**config.mk**
```make
export PLATFORM = sky130hd
export DESIGN_NAME = dcache_miss_ctrl
export DESIGN_NICKNAME = d
export VERILOG_FILES = /design/src/design/dcache_pkg.sv /design/src/design/dcache_miss_ctrl.sv
export VERILOG_INCLUDE_DIRS = /design/src /design/src/design
export SDC_FILE = /design/constraint.sdc
export NUM_CORES = 1
export LEC_CHECK = 0
export BUFFER_PORTS_ARGS = -buffer_cell sky130_fd_sc_hd__buf_4
export CORE_MARGIN = 3
export CORE_UTILIZATION = 58
export DETAILED_ROUTE_END_ITERATION = 16
export PLACE_DENSITY_LB_ADDON = 0.15
export SYNTH_ARGS = -nofsm -noshare
export SYNTH_HDL_FRONTEND = slang
export SYNTH_SLANG_ARGS = --single-unit
```
**constraint.sdc**
```tcl
create_clock -name clk -period 3.5 [get_ports clk]
set_input_delay 0.35 -clock clk [delete_from_list [all_inputs] [get_ports clk]]
set_output_delay 0.35 -clock clk [all_outputs]
set_load 0.05 [all_outputs]
```
**src/design/dcache_params.svh**
```systemverilog
`ifndef DCACHE_PARAMS_SVH
`define DCACHE_PARAMS_SVH

// line geometry
`define DC_WORDS_PER_LINE 16
`define DC_WAYS 2
`define DC_SETS 128

// address split into tag, index, word offset and byte select
`define DC_OFFSET_BITS 4
`define DC_INDEX_BITS 7
`define DC_TAG_BITS 19

// word and byte lanes
`define DC_WORD_BITS 32
`define DC_STROBE_BITS 4

// data array address is way, index, offset
`define DC_DATA_ADDR_BITS 12

`endif

```
**src/design/dcache_pkg.sv**
```systemverilog
`default_nettype none

`include "dcache_params.svh"

package dcache_pkg;

    // miss sequencing
    typedef enum logic [1:0] {
        IDLE,
        DRAIN,
        WRITEBACK,
        FETCH
    } miss_state_t;

    // address fields
    typedef logic [`DC_TAG_BITS-1:0] tag_t;
    typedef logic [`DC_INDEX_BITS-1:0] index_t;
    typedef logic [`DC_OFFSET_BITS-1:0] offset_t;
    typedef logic way_t;

    // data path
    typedef logic [`DC_WORD_BITS-1:0] word_t;
    typedef logic [`DC_STROBE_BITS-1:0] strobe_t;

endpackage

`default_nettype wire

```
**src/design/dcache_miss_ctrl.sv**
```systemverilog
`timescale 1ns/1ns
`default_nettype none

`include "dcache_params.svh"

module dcache_miss_ctrl (
    input  logic                            clk,
    input  logic                            resetn,
    input  logic                            req_valid,
    input  dcache_pkg::index_t              req_index,
    input  dcache_pkg::tag_t                req_tag,
    input  logic                            hit,
    input  dcache_pkg::way_t                victim_way,
    input  dcache_pkg::tag_t                victim_tag,
    input  logic                            victim_dirty,
    output logic                            idle,
    output logic                            fill_en,
    output dcache_pkg::way_t                fill_way,
    output dcache_pkg::tag_t                fill_tag,
    output logic                            b_en,
    output logic [`DC_DATA_ADDR_BITS-1:0]   b_addr,
    output dcache_pkg::strobe_t             b_strobe,
    output dcache_pkg::word_t               b_wdata,
    input  dcache_pkg::word_t               b_rdata,
    output logic                            mem_valid,
    output logic                            mem_is_write,
    output logic [31:0]                     mem_addr,
    output dcache_pkg::word_t               mem_wdata,
    input  logic                            mem_ready,
    input  logic                            mem_last,
    input  dcache_pkg::word_t               mem_rdata
);

    // offset and byte bits below the line address
    localparam int LINE_LSB = `DC_OFFSET_BITS + 2;

    dcache_pkg::miss_state_t state;

    dcache_pkg::way_t miss_way;
    dcache_pkg::index_t miss_index;
    dcache_pkg::tag_t miss_tag;
    dcache_pkg::tag_t wb_tag;

    dcache_pkg::offset_t beat;
    // one extra bit so the drain can run 17 cycles
    logic [`DC_OFFSET_BITS:0] drain_cnt;
    dcache_pkg::offset_t drain_prev;

    dcache_pkg::word_t line_buf [`DC_WORDS_PER_LINE];

    logic miss_start;

    assign idle = (state == dcache_pkg::IDLE);
    assign miss_start = idle & req_valid & ~hit;
    assign drain_prev = dcache_pkg::offset_t'(drain_cnt - 1'b1);

    assign fill_way = miss_way;
    assign fill_tag = miss_tag;
    assign b_wdata = mem_rdata;
    assign mem_wdata = line_buf[beat];

    always_ff @(posedge clk) begin
        if (resetn) begin
            state <= dcache_pkg::IDLE;
            beat <= '0;
            drain_cnt <= '0;
        end else begin
            case (state)
                dcache_pkg::IDLE: begin
                    if (miss_start) begin
                        state <= victim_dirty ? dcache_pkg::DRAIN : dcache_pkg::FETCH;
                        beat <= '0;
                        drain_cnt <= '0;
                    end
                end
                dcache_pkg::DRAIN: begin
                    if (drain_cnt == (`DC_OFFSET_BITS+1)'(`DC_WORDS_PER_LINE)) begin
                        state <= dcache_pkg::WRITEBACK;
                    end else begin
                        drain_cnt <= drain_cnt + 1'b1;
                    end
                end
                dcache_pkg::WRITEBACK: begin
                    if (mem_ready) begin
                        beat <= beat + 1'b1;
                        if (mem_last) begin
                            state <= dcache_pkg::FETCH;
                            beat <= '0;
                        end
                    end
                end
                dcache_pkg::FETCH: begin
                    if (mem_ready) begin
                        beat <= beat + 1'b1;
                        if (mem_last) begin
                            state <= dcache_pkg::IDLE;
                        end
                    end
                end
                default: begin
                    state <= dcache_pkg::IDLE;
                end
            endcase
        end
    end

    // miss context held for the whole miss
    always_ff @(posedge clk) begin
        if (miss_start) begin
            miss_way <= victim_way;
            miss_index <= req_index;
            miss_tag <= req_tag;
            wb_tag <= victim_tag;
        end
    end

    // victim words land one cycle after their read
    always_ff @(posedge clk) begin
        if (state == dcache_pkg::DRAIN && drain_cnt != '0) begin
            line_buf[drain_prev] <= b_rdata;
        end
    end

    always_comb begin
        mem_valid = 1'b0;
        mem_is_write = 1'b0;
        mem_addr = '0;
        b_en = 1'b0;
        b_addr = {miss_way, miss_index, beat};
        b_strobe = '0;
        fill_en = 1'b0;
        case (state)
            dcache_pkg::DRAIN: begin
                b_en = ~drain_cnt[`DC_OFFSET_BITS];
                b_addr = {miss_way, miss_index, drain_cnt[`DC_OFFSET_BITS-1:0]};
            end
            dcache_pkg::WRITEBACK: begin
                mem_valid = 1'b1;
                mem_is_write = 1'b1;
                mem_addr = {wb_tag, miss_index, {LINE_LSB{1'b0}}};
            end
            dcache_pkg::FETCH: begin
                mem_valid = 1'b1;
                mem_addr = {miss_tag, miss_index, {LINE_LSB{1'b0}}};
                // refill word goes straight into the array
                b_en = mem_ready;
                b_strobe = '1;
                fill_en = mem_ready & mem_last;
            end
            default: begin
            end
        endcase
    end

endmodule

`default_nettype wire

```
* Word level (Yosys, flattened, before mapping)
Memories as Yosys holds them, arrays and structs flattened. A register that Yosys moved wholly into a read port is not among the register bits.
Index checks and enable logic that the tools add are counted.
** Cells by class
- Add/subtract/negate cells :: 3
- Equal/unequal tests :: 11
- Mux-type cells :: 27
- Bitwise operators :: 5
- Reductions and logical operators :: 9
** Operators with widths (count)
- $pmux W32 S2 :: 1
- $mux W4 :: 8
- $mux W2 :: 7
- $ne A2 B2 Y1 const B :: 6
- $pmux W4 S3 :: 1
- $mux W5 :: 2
- $pmux W5 S2 :: 1
- $pmux W2 S4 :: 1
- $reduce_and A6 Y1 :: 1
- $add A5 B1 Y5 const B :: 1
- $eq A5 B5 Y1 const B :: 1
- $mux W1 :: 5
- $reduce_bool A5 Y1 :: 1
- $add A4 B1 Y4 const B :: 1
- $eq A2 B2 Y1 const B :: 2
- $reduce_and A4 Y1 :: 1
- $sub A4 B1 Y4 const B :: 1
- $and A1 B1 Y1 :: 3
- $reduce_and A3 Y1 :: 1
- $reduce_bool A3 Y1 :: 1
- $eq A2 B1 Y1 const B :: 1
- $logic_not A2 Y1 :: 1
- $ne A2 B1 Y1 const B :: 1
- $not A1 Y1 :: 2
- other kinds (4) :: 4
** Storage, ports and cells
- Register bits :: 57
- Bits in writable memories :: 512
- Input bits :: 117
- Output and inout bits :: 137
- Word-level logic and storage cells :: 63
- Memories kept :: 1
** Memory list
- line_buf :: words 16, bits a word 32, read ports 1, clocked after memory_dff 1, write ports 1, line dcache_miss_ctrl.sv:49 : dcache_pkg::word_t line_buf [`DC_WORDS_PER_LINE];

* Logic depth before layout (Yosys ltp)
- Depth after elaboration :: 7
- Gate-level depth with buffers :: 7
- Depth with buffers taken out :: 6

* Worst setup path before layout
OpenSTA, ideal clock, no wires.
- Kind :: register -> register
- From :: register state[1]
- To :: memory line_buf[7][0] (netlist name), enable pin
- Setup time :: 421 ps
- Arrival time :: 2642 ps
- Data required time :: 3079 ps
- Slack :: 437 ps
- Stages on the path, launching flop included :: 7
- Path buffers :: 2
- Period minus slack after synthesis :: 3063 ps
- Path through :: dfxtp_1 inv_1 ha_1 clkbuf_1 clkbuf_1 nand3b_1 nor2_1
** On the way
- Longest elaborated chain between the ends :: 4
** Ends and longest elaborated chain
- start: declaration :: line dcache_miss_ctrl.sv:37 : dcache_pkg::miss_state_t state;
- start signal: assignment :: line dcache_miss_ctrl.sv:64 : state <= dcache_pkg::IDLE;
- start signal: assignment :: line dcache_miss_ctrl.sv:71 : state <= victim_dirty ? dcache_pkg::DRAIN : dcache_pkg::FETCH;
- start signal: assignment :: line dcache_miss_ctrl.sv:78 : state <= dcache_pkg::WRITEBACK;
- $eq A2 B1 Y1 :: line dcache_miss_ctrl.sv:119 : if (state == dcache_pkg::DRAIN && drain_cnt != '0) begin
- $logic_and A1 B1 Y1 :: line dcache_miss_ctrl.sv:119
- $mux W1 :: line dcache_miss_ctrl.sv:119
- $mux W1 (not written as such) :: line dcache_miss_ctrl.sv:120 : line_buf[drain_prev] <= b_rdata;
- end: declaration :: line dcache_miss_ctrl.sv:49
Every way passes these cells.

==> metrics.md <==
| Metric | Value |
|---|---|
| Worst Tran Pin Value | `1.03 ns` |
| FF-to-FF path depth | `5` |
| NumNets Final | `1401` |
| Reg2reg setup slack | `0.81 ns` |
| Die H | `201 um` |
| Startpoint Class | `flip-flop` |
| GRT overflow | `0` |
| GR Util All Layers | `23.5%` |
| Io pins | `254` |
| Period utilization | `89.1%` |
| Post-DRT Antenna Nets | `0` |
| Mapped Avg Cell Area | `21.3 sq um` |
| Mapped cell area | `22100 sq um` |
| Crit Path Class | `flip-flop to primary output` |
| Ys Warns | `0` |
| CTS tree | `done` |
| Leading area contributor after synthesis | `edfxtp_1` |
| Relative slew slack | `29.5%` |
| Async SR Flop Fraction | `0%` |
| Vias in the first global route | `11800` |
| Core ar. | `37000 sq um` |
| Routed vias | `11000` |
| Max Clk Rate | `321 MHz` |
| Slew Viols, Final | `0` |
| Row cnt | `70` |
| Routability cong. | `0.748` |
| Final setup viols | `0` |
| First-pass GRT wire length | `71500 um` |
| Setup TNS | `0 ns` |
| Hold WC Path Type | `input port to flip-flop` |
| Synth Instances | `1036` |
| Top post-synthesis cells by area | `edfxtp_1 (76%), mux4_2 (13%), a22oi_1 (2.2%)` |
| Post-placement setup slack | `0.818 ns` |
| Layout area overhead | `19.1%` |
| Maximum vdd drop | `426 uV` |
| Clock slew seen by the registers of the worst setup and hold paths | `0.06 ns` |
| Unrepaired setup endpoints after global routing | `false` |
| Largest net degree at the start of global routing | `58` |
| Status | `finished clean` |
| Worst Path Arrival | `2.77 ns` |
| Root Buffer | `clkbuf_16` |
| Lkg Pwr | `8.64 nW` |
| Post-synth EDFFs | `558` |
| Placed cell count | `1671` |
| CTS Sinks | `573` |
| Die area | `40400 sq um` |
| Critical Path Sink Type | `primary output` |
| Synth top area share | `75.9%` |
| Clock period minus worst slack | `3.12 ns` |
| Post-CTS Setup Repair Bufs | `0` |
| Most frequent cells after synthesis | `edfxtp_1 (558), mux4_2 (128), a22oi_1 (65)` |
| Total power | `15.4 mW` |
| Post-cts sizing count | `0` |
| Yosys reg bits | `573` |
| TritonCTS Buffers | `56` |
| CTS Buffer Depth | `3` |
| CP required | `3.15 ns` |
| DRT Pass-1 Iters | `5` |
| Initial Util | `59.6%` |
| Crit-path max cell delay | `0.65 ns` |
| CP cell instances | `buf_12 -> mux4_2 -> a22oi_1 -> nand2_1 -> buf_4` |
| Port Buffer Count | `183` |
| Die X | `201 um` |
| Most common cell in the synthesized netlist | `edfxtp_1` |
| Post-Layout Cell Count | `1815` |
| Worst Hold Depth | `1` |
| DRC Markers | `0` |
| Skew final | `0.0237 ns` |
| Post-CTS Hold Fix Bufs | `47` |
| Worst setup margin | `0.383 ns` |
| Synth Flop Type | `edfxtp_1` |
| DR iter-0 viols | `891` |
| Slowest cell on the critical path | `dfxtp_4` |
| DP Wirelength | `26400 um` |
| Routed WL per cell | `25.7 um` |
| Hold Fails Final Rpt | `0` |
| Count of cell types in the netlist | `45` |
| Final Instance Area | `26300 sq um` |
| H-tree depth | `2` |
| Skew-Pair Late Insertion Delay | `0.60 ns` |
| Final WL | `46600 um` |
| Layout cells sized above 1 | `33.9%` |
| Initial antenna violation count | `0` |
| Worst Path Max Fanout | `57` |
| Sequential fraction of the synthesis area | `77.2%` |
| Vias/cell | `6.06` |
| PwrDens | `587 nW/um^2` |
| Max Cap Viol | `0` |
| Area post-placement | `24200 sq um` |
| Antenna diodes | `0` |
[path summary, 6_finish.rpt]
path                      from              end
hold reg to reg        beat[1]        flip-flop
setup / recovery     flip-flop     mem_wdata[1]
hold / removal      b_rdata[4]  line_buf[11][4]
setup reg to reg  drain_cnt[0]  line_buf[5][12]
[metrics by stage]
step / hold WS, ns / util, %
after floorplan: 0.428 / -
after global placement: 0.503 / 65.2
after detailed placement: 0.509 / 65.2
after CTS: 0.0129 / 71.0
after global routing: 0.0311 / 71.0
final: 0.0443 / 71.0
[power by group]
part           switching [mW]  internal [mW]
Clock                    2.37           3.14
Combinational            1.41          0.805
Sequential             0.0622           7.64
Total                    3.85           11.6
[flip-flops by register name (all words and copies together), names as in the netlist, named ones only]
signal	cells
miss_index	7
state	2
line_buf	512
fill_way	1
drain_cnt	5
wb_tag	19
fill_tag	19
beat	4
[layer usage]
metal | track usage, % | routed length [um]
met5 | 0 | 0
met4 | 5.65 | 965
met3 | 6.15 | 3640
met1 | 32.5 | 18700
met2 | 38.4 | 23300
[critical path: cells and delay by family, from the launching register on]
family / cells / cell delay (ns)
DFF: 1 / 0.65
muxes: 1 / 0.38
buffers and inverters: 2 / 0.58
and+or+nand+nor: 1 / 0.13
AOI/OAI and AO/OA: 1 / 0.37
[placed cells by master (no fill, tap or decap), drive strengths merged, types with 2 or more instances in the layout]
cell type and n:
edfxtp 558, a31oi 2, nand3 2, mux2i 4, nor2b 9, clkbuf 76, o21ai 8, dlygate4sd3 47
a21oi 6, a21o 2, conb 6, inv 12, nand2b 2, buf 220, nand2 38, xnor2 4
bufinv 2, a221oi 2, nor3 2, a22oi 65, a211oi 3, nor2 26, mux4 128, ha 12
clkinv 17, mux2 4, dfxtp 15, nand3b 3, a22o 19
[area by class of cell]
type,instances,area [sq um]
Sequential cell,573,17100
Fill cell,2208,10800
Multi-Input combinational cell,363,4600
Timing Repair Buffer,267,2280
Clock buffer,76,1510
Tap cell,504,631
Clock inverter,21,163
Inverter,11,41.3
[kinds of logic (layout without fill, tap and decap cells)]
logic type	after synthesis	in the layout	synth area share (%)
other	1	6	0.0170
AND/OR/NAND/NOR	92	92	1.95
flip-flops	573	573	77.2
AO/OA/AOI/OAI	113	113	3.85
XOR/XNOR	4	4	0.159
multiplexers	136	136	13.4
buffers and inverters	105	375	2.65
adder cells (fa/ha/maj)	12	12	0.680
(Power assumes the default switching activity.)
